===== config.mk =====
export PLATFORM = sky130hd
export DESIGN_NAME = tcu_exp_top
export DESIGN_NICKNAME = d
export VERILOG_FILES = /design/src/tcu_fedp_pkg.sv /design/src/tcu_fmt_pkg.sv /design/src/tcu_operand_if.sv /design/src/tcu_exp_align.sv /design/src/tcu_exp_bias.sv /design/src/tcu_exp_top.sv /design/src/tcu_operand_classify.sv
export VERILOG_INCLUDE_DIRS = /design/src
export SDC_FILE = /design/constraint.sdc
export NUM_CORES = 1
export LEC_CHECK = 0
export BUFFER_PORTS_ARGS = -buffer_cell sky130_fd_sc_hd__clkbuf_2
export CORE_MARGIN = 8
export CORE_UTILIZATION = 60
export CTS_BUF_LIST = sky130_fd_sc_hd__clkbuf_16
export DETAILED_ROUTE_END_ITERATION = 7
export GPL_TIMING_DRIVEN = 1
export PLACE_DENSITY = 0.85
export SLEW_MARGIN = 10
export SYNTH_ARGS = -nofsm -noshare
export SYNTH_HDL_FRONTEND = slang
export SYNTH_SLANG_ARGS = --single-unit
export TNS_END_PERCENT = 50

===== constraint.sdc =====
create_clock -name clk -period 22.7 [get_ports clk]
set_input_delay 4.54 -clock clk [delete_from_list [all_inputs] [get_ports clk]]
set_output_delay 4.54 -clock clk [all_outputs]
set_load 0.03 [all_outputs]

===== src/tcu_macros.svh =====
`ifndef TCU_MACROS_SVH
`define TCU_MACROS_SVH

// Words per row and column
`define TCU_N 2

// Product lanes per dot product
`define TCU_TCK 4

// Accumulator window width
`define TCU_W 25

// Product-domain exponent width
`define TCU_EXP_W 10

// One valid bit per byte element slot
`define TCU_MASK_W 16

`endif


===== src/tcu_fedp_pkg.sv =====
`include "tcu_macros.svh"

package tcu_fedp_pkg;

    // Biased exponent in the product domain, read as signed
    typedef logic [`TCU_EXP_W-1:0] exp_t;

    // Alignment shift amount
    typedef logic [5:0] shift_t;

    localparam shift_t SHIFT_MAX = 6'd63;

    // Sign in bit 5, magnitude below
    typedef logic [5:0] f8_diff_t;

    // Element class flags
    typedef struct packed {
        logic is_zero;
        logic is_sub;
        logic is_inf;
        logic is_nan;
    } elem_class_t;

endpackage


===== src/tcu_fmt_pkg.sv =====
package tcu_fmt_pkg;

    // Operation format code
    typedef logic [2:0] fmt_id_t;

    localparam fmt_id_t FMT_TF32 = 3'd0;
    localparam fmt_id_t FMT_FP16 = 3'd1;
    localparam fmt_id_t FMT_BF16 = 3'd2;
    localparam fmt_id_t FMT_FP8  = 3'd3;
    localparam fmt_id_t FMT_BF8  = 3'd4;

    function automatic logic fmt_defined(fmt_id_t fmt);
        return fmt inside {FMT_TF32, FMT_FP16, FMT_BF16, FMT_FP8, FMT_BF8};
    endfunction

    // Exponent field width
    function automatic int exp_bits(fmt_id_t fmt);
        case (fmt)
            FMT_FP16: return 5;
            FMT_FP8:  return 4;
            FMT_BF8:  return 5;
            default:  return 8;
        endcase
    endfunction

    // Sign bit inside one element, TF32 lives in the low 19 bits
    function automatic int sign_pos(fmt_id_t fmt);
        case (fmt)
            FMT_TF32: return 18;
            FMT_FP16: return 15;
            FMT_BF16: return 15;
            default:  return 7;
        endcase
    endfunction

    // Mantissa sits below the exponent field
    function automatic int man_bits(fmt_id_t fmt);
        return sign_pos(fmt) - exp_bits(fmt);
    endfunction

    function automatic int exp_bias(fmt_id_t fmt);
        return (1 << (exp_bits(fmt) - 1)) - 1;
    endfunction

endpackage


===== src/tcu_operand_if.sv =====
`timescale 1ns/10ps
`include "tcu_macros.svh"

interface tcu_operand_if (
    input logic clk
);
    import tcu_fmt_pkg::*;
    import tcu_fedp_pkg::*;

    logic                              valid;
    fmt_id_t                           fmt;
    logic [`TCU_MASK_W-1:0]            vld_mask;
    logic [`TCU_N-1:0][31:0]           a_row;
    logic [`TCU_N-1:0][31:0]           b_col;
    logic [31:0]                       c_val;

    // Element classes, index 0 is the A side
    elem_class_t [1:0][`TCU_N-1:0]     cls_tf32;
    elem_class_t [1:0][`TCU_TCK-1:0]   cls_fp16;
    elem_class_t [1:0][`TCU_TCK-1:0]   cls_bf16;
    elem_class_t [1:0][2*`TCU_TCK-1:0] cls_fp8;
    elem_class_t [1:0][2*`TCU_TCK-1:0] cls_bf8;
    elem_class_t                       cls_c;

    // Any Inf or NaN in the active format
    logic                              any_special;

    modport producer (
        input  clk,
        output valid, fmt, vld_mask, a_row, b_col, c_val,
        output cls_tf32, cls_fp16, cls_bf16, cls_fp8, cls_bf8, cls_c, any_special
    );

    modport consumer (
        input  clk,
        input  valid, fmt, vld_mask, a_row, b_col, c_val,
        input  cls_tf32, cls_fp16, cls_bf16, cls_fp8, cls_bf8, cls_c, any_special
    );

endinterface

===== src/tcu_exp_align.sv =====
`timescale 1ns/10ps
`include "tcu_macros.svh"

module tcu_exp_align (
    input  logic                                  clk,
    input  logic                                  rst,
    input  logic                                  valid,
    input  tcu_fedp_pkg::exp_t     [`TCU_TCK:0]   raw_exp,
    input  tcu_fedp_pkg::f8_diff_t [`TCU_TCK-1:0] exp_diff_f8,
    input  logic                                  any_special_in,
    output logic                                  out_valid,
    output tcu_fedp_pkg::exp_t                    max_exp,
    output tcu_fedp_pkg::shift_t   [`TCU_TCK:0]   shift_amt,
    output logic                   [`TCU_TCK:0]   zero_mask,
    output tcu_fedp_pkg::f8_diff_t [`TCU_TCK-1:0] diff_f8,
    output logic                                  any_special
);
    import tcu_fedp_pkg::*;

    localparam int TCK   = `TCU_TCK;
    localparam int EXP_W = `TCU_EXP_W;

    exp_t           max_d;
    shift_t [TCK:0] shift_d;
    logic   [TCK:0] zero_d;

    // Signed max over nonzero terms
    always_comb begin : max_search
        logic found;
        max_d = '0;
        found = 1'b0;
        for (int t = 0; t <= TCK; t++) begin
            if (raw_exp[t] != '0 && (!found || $signed(raw_exp[t]) > $signed(max_d))) begin
                max_d = raw_exp[t];
                found = 1'b1;
            end
        end
    end

    // Saturated distance to the max
    always_comb begin : shift_calc
        logic signed [EXP_W:0] delta;
        for (int t = 0; t <= TCK; t++) begin
            delta     = $signed({max_d[EXP_W-1], max_d}) -
                        $signed({raw_exp[t][EXP_W-1], raw_exp[t]});
            zero_d[t] = (raw_exp[t] == '0);
            if (zero_d[t] || delta > 63) begin
                shift_d[t] = SHIFT_MAX;
            end else begin
                shift_d[t] = shift_t'(delta);
            end
        end
    end

    // ----------------------------------------
    // Output register
    // ----------------------------------------
    always_ff @(posedge clk) begin
        if (rst) begin
            out_valid <= 1'b0;
        end else begin
            out_valid <= valid;
        end
    end

    always_ff @(posedge clk) begin
        if (valid) begin
            max_exp     <= max_d;
            shift_amt   <= shift_d;
            zero_mask   <= zero_d;
            diff_f8     <= exp_diff_f8;
            any_special <= any_special_in;
        end
    end

    for (genvar t = 0; t <= TCK; t++) begin : g_chk
        a_term_le_max: assert property (@(posedge clk) disable iff (rst)
            valid && raw_exp[t] != '0 |=>
            $signed(max_exp) >= $signed($past(raw_exp[t])))
            else $error("term %0d above max_exp", t);
    end

endmodule


===== src/tcu_exp_bias.sv =====
`timescale 1ns/10ps
`include "tcu_macros.svh"

module tcu_exp_bias (
    tcu_operand_if.consumer                       ops,
    output tcu_fedp_pkg::exp_t     [`TCU_TCK:0]   raw_exp,
    output tcu_fedp_pkg::f8_diff_t [`TCU_TCK-1:0] exp_diff_f8
);
    import tcu_fmt_pkg::*;
    import tcu_fedp_pkg::*;

    localparam int TCK   = `TCU_TCK;
    localparam int W     = `TCU_W;
    localparam int EXP_W = `TCU_EXP_W;

    function automatic exp_t bias_const(fmt_id_t f, int align);
        return exp_t'(127 - 2 * exp_bias(f) + align - W);
    endfunction

    // 8-bit formats pack two sub-products, hence double alignment
    localparam exp_t BC_TF32 = bias_const(FMT_TF32, 1);
    localparam exp_t BC_FP16 = bias_const(FMT_FP16, 1);
    localparam exp_t BC_BF16 = bias_const(FMT_BF16, 1);
    localparam exp_t BC_FP8  = bias_const(FMT_FP8, 2);
    localparam exp_t BC_BF8  = bias_const(FMT_BF8, 2);

    // Subnormals behave as exponent 1
    function automatic logic [7:0] elem_exp(logic [31:0] word, int off, fmt_id_t f,
                                            elem_class_t cls);
        logic [31:0] fld;
        fld = (word >> (off + man_bits(f))) & ((32'd1 << exp_bits(f)) - 32'd1);
        return cls.is_sub ? 8'd1 : fld[7:0];
    endfunction

    // ----------------------------------------
    // Per-lane product exponents
    // ----------------------------------------
    for (genvar i = 0; i < TCK; i++) begin : g_lane
        localparam int OFF = (i % 2) * 16;

        logic [31:0]     ra;
        logic [31:0]     rb;
        logic [7:0]      ea_tf32, eb_tf32, ea_fp16, eb_fp16, ea_bf16, eb_bf16;
        logic            z_tf32, z_fp16, z_bf16;
        logic [1:0][7:0] ea_fp8, eb_fp8, ea_bf8, eb_bf8;
        logic [1:0]      z_fp8, z_bf8;
        logic [7:0]      ea_w, eb_w;
        logic            z_w;
        exp_t            bias_w;
        logic [1:0][7:0] ea_n, eb_n;
        logic [1:0]      z_n;
        exp_t            bias_n;
        exp_t            sum_w;
        exp_t [1:0]      sum_n;
        exp_t            diff;
        exp_t            diff_abs;
        exp_t            lane_exp;

        assign ra = ops.a_row[i/2];
        assign rb = ops.b_col[i/2];

        // TF32 has one element per word
        if (i % 2 == 0) begin : g_tf32
            assign ea_tf32 = elem_exp(ra, 0, FMT_TF32, ops.cls_tf32[0][i/2]);
            assign eb_tf32 = elem_exp(rb, 0, FMT_TF32, ops.cls_tf32[1][i/2]);
            assign z_tf32  = ops.cls_tf32[0][i/2].is_zero | ops.cls_tf32[1][i/2].is_zero |
                             ~ops.vld_mask[i*4];
        end else begin : g_tf32_odd
            assign ea_tf32 = 8'd0;
            assign eb_tf32 = 8'd0;
            assign z_tf32  = 1'b1;
        end

        assign ea_fp16 = elem_exp(ra, OFF, FMT_FP16, ops.cls_fp16[0][i]);
        assign eb_fp16 = elem_exp(rb, OFF, FMT_FP16, ops.cls_fp16[1][i]);
        assign z_fp16  = ops.cls_fp16[0][i].is_zero | ops.cls_fp16[1][i].is_zero |
                         ~ops.vld_mask[i*4];
        assign ea_bf16 = elem_exp(ra, OFF, FMT_BF16, ops.cls_bf16[0][i]);
        assign eb_bf16 = elem_exp(rb, OFF, FMT_BF16, ops.cls_bf16[1][i]);
        assign z_bf16  = ops.cls_bf16[0][i].is_zero | ops.cls_bf16[1][i].is_zero |
                         ~ops.vld_mask[i*4];

        for (genvar j = 0; j < 2; j++) begin : g_sub
            localparam int IDX = i * 2 + j;
            assign ea_fp8[j] = elem_exp(ra, OFF + j * 8, FMT_FP8, ops.cls_fp8[0][IDX]);
            assign eb_fp8[j] = elem_exp(rb, OFF + j * 8, FMT_FP8, ops.cls_fp8[1][IDX]);
            assign z_fp8[j]  = ops.cls_fp8[0][IDX].is_zero | ops.cls_fp8[1][IDX].is_zero |
                               ~ops.vld_mask[IDX*2];
            assign ea_bf8[j] = elem_exp(ra, OFF + j * 8, FMT_BF8, ops.cls_bf8[0][IDX]);
            assign eb_bf8[j] = elem_exp(rb, OFF + j * 8, FMT_BF8, ops.cls_bf8[1][IDX]);
            assign z_bf8[j]  = ops.cls_bf8[0][IDX].is_zero | ops.cls_bf8[1][IDX].is_zero |
                               ~ops.vld_mask[IDX*2];
            assign sum_n[j]  = bias_n + exp_t'(ea_n[j]) + exp_t'(eb_n[j]);
        end

        // Format select, unused path held at zero
        always_comb begin
            ea_w   = ea_tf32;
            eb_w   = eb_tf32;
            z_w    = z_tf32;
            bias_w = BC_TF32;
            ea_n   = '0;
            eb_n   = '0;
            z_n    = 2'b11;
            bias_n = '0;
            case (ops.fmt)
                FMT_FP16: begin
                    ea_w   = ea_fp16;
                    eb_w   = eb_fp16;
                    z_w    = z_fp16;
                    bias_w = BC_FP16;
                end
                FMT_BF16: begin
                    ea_w   = ea_bf16;
                    eb_w   = eb_bf16;
                    z_w    = z_bf16;
                    bias_w = BC_BF16;
                end
                FMT_FP8: begin
                    z_w    = 1'b1;
                    ea_n   = ea_fp8;
                    eb_n   = eb_fp8;
                    z_n    = z_fp8;
                    bias_n = BC_FP8;
                end
                FMT_BF8: begin
                    z_w    = 1'b1;
                    ea_n   = ea_bf8;
                    eb_n   = eb_bf8;
                    z_n    = z_bf8;
                    bias_n = BC_BF8;
                end
                default: begin
                    z_w = z_tf32;
                end
            endcase
        end

        assign sum_w    = bias_w + exp_t'(ea_w) + exp_t'(eb_w);
        assign diff     = sum_n[1] - sum_n[0];
        assign diff_abs = diff[EXP_W-1] ? -diff : diff;

        assign exp_diff_f8[i] = {diff[EXP_W-1], diff_abs[4:0]};

        // Larger of the two present sub-products
        always_comb begin
            if (z_n[0] && z_n[1]) begin
                lane_exp = z_w ? '0 : sum_w;
            end else if (z_n[0]) begin
                lane_exp = sum_n[1];
            end else if (z_n[1] || diff[EXP_W-1]) begin
                lane_exp = sum_n[0];
            end else begin
                lane_exp = sum_n[1];
            end
        end

        assign raw_exp[i] = lane_exp;
    end

    // ----------------------------------------
    // C term
    // ----------------------------------------
    assign raw_exp[TCK] = ops.cls_c.is_zero ? '0 :
                          exp_t'(ops.c_val[30:23]) - exp_t'(W - 1);

    a_fmt_known: assert property (@(posedge ops.clk) ops.valid |-> fmt_defined(ops.fmt))
        else $error("bias stage sees undefined fmt %0d", ops.fmt);

endmodule


===== src/tcu_exp_top.sv =====
`timescale 1ns/10ps
`include "tcu_macros.svh"

module tcu_exp_top (
    input  logic                                  clk,
    input  logic                                  rst,
    input  logic                                  in_valid,
    input  tcu_fmt_pkg::fmt_id_t                  fmt,
    input  logic [`TCU_MASK_W-1:0]                vld_mask,
    input  logic [`TCU_N-1:0][31:0]               a_row,
    input  logic [`TCU_N-1:0][31:0]               b_col,
    input  logic [31:0]                           c_val,
    output logic                                  out_valid,
    output tcu_fedp_pkg::exp_t                    max_exp,
    output tcu_fedp_pkg::shift_t   [`TCU_TCK:0]   shift_amt,
    output logic                   [`TCU_TCK:0]   zero_mask,
    output tcu_fedp_pkg::f8_diff_t [`TCU_TCK-1:0] diff_f8,
    output logic                                  any_special
);
    import tcu_fedp_pkg::*;

    exp_t     [`TCU_TCK:0]   raw_exp;
    f8_diff_t [`TCU_TCK-1:0] exp_diff_f8;

    tcu_operand_if ops (.clk(clk));

    // Stage 1, operand register and classes
    tcu_operand_classify u_classify (
        .clk      (clk),
        .rst      (rst),
        .in_valid (in_valid),
        .fmt      (fmt),
        .vld_mask (vld_mask),
        .a_row    (a_row),
        .b_col    (b_col),
        .c_val    (c_val),
        .ops      (ops)
    );

    tcu_exp_bias u_bias (
        .ops         (ops),
        .raw_exp     (raw_exp),
        .exp_diff_f8 (exp_diff_f8)
    );

    // Stage 2, max search and shifts
    tcu_exp_align u_align (
        .clk            (clk),
        .rst            (rst),
        .valid          (ops.valid),
        .raw_exp        (raw_exp),
        .exp_diff_f8    (exp_diff_f8),
        .any_special_in (ops.any_special),
        .out_valid      (out_valid),
        .max_exp        (max_exp),
        .shift_amt      (shift_amt),
        .zero_mask      (zero_mask),
        .diff_f8        (diff_f8),
        .any_special    (any_special)
    );

endmodule


===== src/tcu_operand_classify.sv =====
`timescale 1ns/10ps
`include "tcu_macros.svh"

module tcu_operand_classify (
    input  logic                    clk,
    input  logic                    rst,
    input  logic                    in_valid,
    input  tcu_fmt_pkg::fmt_id_t    fmt,
    input  logic [`TCU_MASK_W-1:0]  vld_mask,
    input  logic [`TCU_N-1:0][31:0] a_row,
    input  logic [`TCU_N-1:0][31:0] b_col,
    input  logic [31:0]             c_val,
    tcu_operand_if.producer         ops
);
    import tcu_fmt_pkg::*;
    import tcu_fedp_pkg::*;

    localparam int N   = `TCU_N;
    localparam int TCK = `TCU_TCK;

    logic [1:0][N-1:0][31:0]      opnd;
    elem_class_t [1:0][N-1:0]     tf32_d;
    elem_class_t [1:0][TCK-1:0]   fp16_d;
    elem_class_t [1:0][TCK-1:0]   bf16_d;
    elem_class_t [1:0][2*TCK-1:0] fp8_d;
    elem_class_t [1:0][2*TCK-1:0] bf8_d;
    elem_class_t                  c_d;
    logic                         special_d;

    function automatic elem_class_t classify(logic [31:0] word, int off, int ebits, int mbits);
        logic [31:0] fld;
        logic [31:0] e;
        logic [31:0] m;
        elem_class_t c;
        fld       = word >> off;
        m         = fld & ((32'd1 << mbits) - 32'd1);
        e         = (fld >> mbits) & ((32'd1 << ebits) - 32'd1);
        c.is_zero = (e == 0) && (m == 0);
        c.is_sub  = (e == 0) && (m != 0);
        c.is_inf  = (e == (32'd1 << ebits) - 32'd1) && (m == 0);
        c.is_nan  = (e == (32'd1 << ebits) - 32'd1) && (m != 0);
        return c;
    endfunction

    function automatic logic special(elem_class_t c);
        return c.is_inf | c.is_nan;
    endfunction

    assign opnd = {b_col, a_row};

    // ----------------------------------------
    // Element decode per format
    // ----------------------------------------
    for (genvar s = 0; s < 2; s++) begin : g_side
        for (genvar e = 0; e < N; e++) begin : g_tf32
            assign tf32_d[s][e] = classify(opnd[s][e], 0, exp_bits(FMT_TF32), man_bits(FMT_TF32));
        end
        for (genvar e = 0; e < TCK; e++) begin : g_half
            localparam int OFF = (e % 2) * 16;
            assign fp16_d[s][e] = classify(opnd[s][e/2], OFF, exp_bits(FMT_FP16),
                                           man_bits(FMT_FP16));
            assign bf16_d[s][e] = classify(opnd[s][e/2], OFF, exp_bits(FMT_BF16),
                                           man_bits(FMT_BF16));
        end
        for (genvar e = 0; e < 2*TCK; e++) begin : g_byte
            localparam int OFF = (e % 4) * 8;
            assign fp8_d[s][e] = classify(opnd[s][e/4], OFF, exp_bits(FMT_FP8), man_bits(FMT_FP8));
            assign bf8_d[s][e] = classify(opnd[s][e/4], OFF, exp_bits(FMT_BF8), man_bits(FMT_BF8));
        end
    end

    // C is always FP32
    assign c_d = classify(c_val, 0, 8, 23);

    // Inf/NaN only counts for the active format
    always_comb begin
        special_d = special(c_d);
        for (int s = 0; s < 2; s++) begin
            for (int e = 0; e < 2*TCK; e++) begin
                case (fmt)
                    FMT_TF32: special_d |= (e < N) && special(tf32_d[s][e % N]);
                    FMT_FP16: special_d |= (e < TCK) && special(fp16_d[s][e % TCK]);
                    FMT_BF16: special_d |= (e < TCK) && special(bf16_d[s][e % TCK]);
                    FMT_FP8:  special_d |= special(fp8_d[s][e]);
                    FMT_BF8:  special_d |= special(bf8_d[s][e]);
                    default:  special_d |= 1'b0;
                endcase
            end
        end
    end

    // ----------------------------------------
    // Operand register
    // ----------------------------------------
    always_ff @(posedge clk) begin
        if (rst) begin
            ops.valid <= 1'b0;
        end else begin
            ops.valid <= in_valid;
        end
    end

    always_ff @(posedge clk) begin
        if (in_valid) begin
            ops.fmt         <= fmt;
            ops.vld_mask    <= vld_mask;
            ops.a_row       <= a_row;
            ops.b_col       <= b_col;
            ops.c_val       <= c_val;
            ops.cls_tf32    <= tf32_d;
            ops.cls_fp16    <= fp16_d;
            ops.cls_bf16    <= bf16_d;
            ops.cls_fp8     <= fp8_d;
            ops.cls_bf8     <= bf8_d;
            ops.cls_c       <= c_d;
            ops.any_special <= special_d;
        end
    end

    a_in_fmt: assert property (@(posedge clk) disable iff (rst)
        in_valid |-> fmt_defined(fmt))
        else $error("undefined fmt accepted with in_valid");

endmodule


==> metrics <==
Sink Count 313; synthesized area 22800 um^2; register area share after synthesis 0.411; Req. time, crit path 22920 ps; clock group share of total power 0.164; gr busiest metal met2; post-route ant nets 0; NetSw roughly 1400 uW; TritonCTS Buffers 34; CTS clk-pin slew, worst paths 60 ps; Max clock buf depth 3; Crit Path Category reg2reg; Setup crit start kind flop; M1 GR Usage 0.358; Worst path slowest cell a221oi_1; hold-critical path endpoint u_align.any_special; share of layout cells above drive strength 1 0.144; CP most frequent cell a21oi_1; die span in y 211 um; grt total ovfl 0; worst skew pair latency 570 ps; Die Width between 200 and 250 um; initial antenna violation count 7; worst reg2reg startpoint u_classify.ops.fmt[1]; Final Power 3240 uW; synthesized area per cell 10.4 um^2; post-CTS sizing 0; Setup TNS 0 ps; Final setup viols 0; gp weighted congestion about 0.99; CTS Hold Bufs 0; number of fill cells 2794; nature of the critical path endpoint flop; Worst R2R Path Depth 74; fmax 50.5 MHz; largest net degree at the start of global routing 93; fin area around 26000 um^2; Critical Path Fanout Max 27; max-cap violation count 0; die area 44600 um^2; Netlist cell types 96; initial DRC count 1830; status completed; Leak Pwr 0.0111 uW; H-tree levels 2; Critical Path AT 20010 ps; Synth warnings 0; port buffer count 239; Relative slew margins 0.154; worst hold path depth 0; final-report hold violation count 0; Area Overhead vs Synth 12.6%; total track usage 0.289; fraction of registers with async set/reset 0; met2 usage in global routing 0.489; syn_nets 2665; Top Ports between 200 and 300; Net Sw Frac 0.438; # nets final 2927; via count 19200; Critical Path Max Stage Delay 1000 ps; clk_skew 33.8 ps; TritonCTS clock tree built; Vias/cell 6.39; Peak VDD IR 87.9 uV; vias in the first global route about 19000; Pint roughly 1800 uW; Slew Viols, Final 0; Clock Tree Root clkbuf_16; logic gate share of total power 0.588; min Tclk post-route 19790 ps; Cell Area, Placed 24700 um^2; Final HPWL DP 51600 um; initial core utilization 0.608; HP Class reg2reg; Reg2Reg Capture Point u_align.shift_amt[10]; most common cell after layout, fill and taps aside edfxtp_1; Initial DRT Pass Iterations 8; RSZ-0062 raised after global routing no; r2r setup slk 2910 ps; Post-CTS Setup Repair Bufs 0; min-delay src u_classify.ops.any_special; PwrDens 126 nW/um^2; Main synth FF type edfxtp_1; period utilization 0.872; Post-Syn Instances approximately 2200; GR Util met3 0.0515; Post-synth EDFFs 311; first-pass GRT wire length a little over 100000 um; site row count 71; DRC Markers 0; commonest cells after routing, fill and taps aside edfxtp_1 (311), ha_1 (239), clkbuf_2 (238), nor2_1 (202), inv_1 (182); WL/cell 22.1 um; Post-Route WL ~66000 um; Synth Register Bits roughly 310; worst slew pin tran 1270 ps; Flop pwr share 0.248; core area 37600 um^2
## synthesized netlist by cell type, types with 21 or more instances
master,number,share of area
nand4_1,32,0.0088
a21o_1,40,0.013
nor2_1,202,0.033
edfxtp_1,311,0.41
xor2_1,21,0.0081
nor3_1,62,0.014
and2_1,22,0.0060
a221oi_1,25,0.0096
nand2b_1,45,0.012
o21ai_0,125,0.027
a22o_1,74,0.028
nand2_1,119,0.020
ha_1,239,0.13
inv_1,174,0.029
fa_1,45,0.039
nor2b_1,50,0.014
o21a_1,31,0.010
nand3_1,24,0.0053
xnor2_1,61,0.023
nor4_1,32,0.0088
a21oi_1,97,0.021
## power by group through the flow
stage                     clock, uW  sequential, uW  combinational (uW)
final                           533             804                1910
after global routing            556             811                2100
after CTS                       537             804                1870
after detailed placement          0             815                1860
after global placement            0             811                1770
after floorplan                   0             897                1290
## stage by stage
stage	worst slack (ps)	hold slack [ps]	instances	util
2_1_floorplan	7440	400	2199	-
3_3_place_gp	4140	402	2936	0.657
3_5_place_dp	3680	406	2936	0.657
4_1_cts	3640	421	2994	0.685
5_1_grt	2000	433	2998	0.685
6_report	2910	419	2998	0.685
## state kept, by name, indices dropped and copies added (netlist names), 10 cells and up
register / cells
u_classify.ops.cls_fp16: 16
u_classify.ops.cls_fp8: 32
u_classify.ops.cls_bf16: 16
u_classify.ops.b_col: 58
u_classify.ops.cls_bf8: 32
u_align.diff_f8: 24
u_align.max_exp: 10
u_classify.ops.a_row: 58
u_align.shift_amt: 30
## layer usage
layer | up-vias | wire length [um]
li1 | 8873 | -
met1 | 9122 | 26200
met2 | 945 | 31400
met3 | 208 | 5460
met4 | 6 | 3260
met5 | - | 28
## kinds of logic (layout without fill, tap and decap cells)
logic type | count (synthesis) | after routing | share of synthesized area
AND/OR/NAND/NOR | 697 | 697 | 0.159
AO/OA/AOI/OAI | 591 | 591 | 0.182
flip-flops | 313 | 313 | 0.411
adder cells (fa/ha/maj) | 284 | 284 | 0.170
buffers and inverters | 213 | 497 | 0.0370
XOR/XNOR | 82 | 82 | 0.0314
multiplexers | 19 | 19 | 0.00958
other | 0 | 4 | 0
## area by class of cell
cell class	instances	area, um^2	area share
diodes	4	10.0	0.000389
clock inverters	24	181	0.00705
multi-input cells	1673	12600	0.491
clock buffers	34	851	0.0331
flip-flops and latches	313	9380	0.365
inverters	179	673	0.0262
well taps	511	639	0.0248
repair buffers	260	1360	0.0530
## critical path, delay by kind of cell, from the launching register on
family / cells / cell delay, ps
buffers and inverters: 6 / 1640
and+or+nand+nor: 10 / 1590
AOI/OAI and AO/OA: 46 / 11340
xor gates and xnor gates: 1 / 190
adders and majority gates: 10 / 3310
muxes: 1 / 510
DFF: 1 / 740
## worst max path at each step
| stage | startpoint | endpoint | slack [ps] | cells after the start |
|---|---|---|---|---|
| final | u_classify.ops.fmt[1] | u_align.shift_amt[10] | 2910 | 74 |
| after global routing | u_classify.ops.fmt[1] | u_align.shift_amt[10] | 2000 | 77 |
| after CTS | u_classify.ops.fmt[1] | u_align.shift_amt[10] | 3640 | 74 |
| after detailed placement | u_classify.ops.fmt[1] | u_align.shift_amt[10] | 3680 | 74 |
| after global placement | u_classify.ops.fmt[1] | u_align.shift_amt[11] | 4140 | 74 |
| after floorplan | u_classify.ops.fmt[1] | u_align.shift_amt[10] | 7440 | 80 |
(Power assumes the default switching activity.)
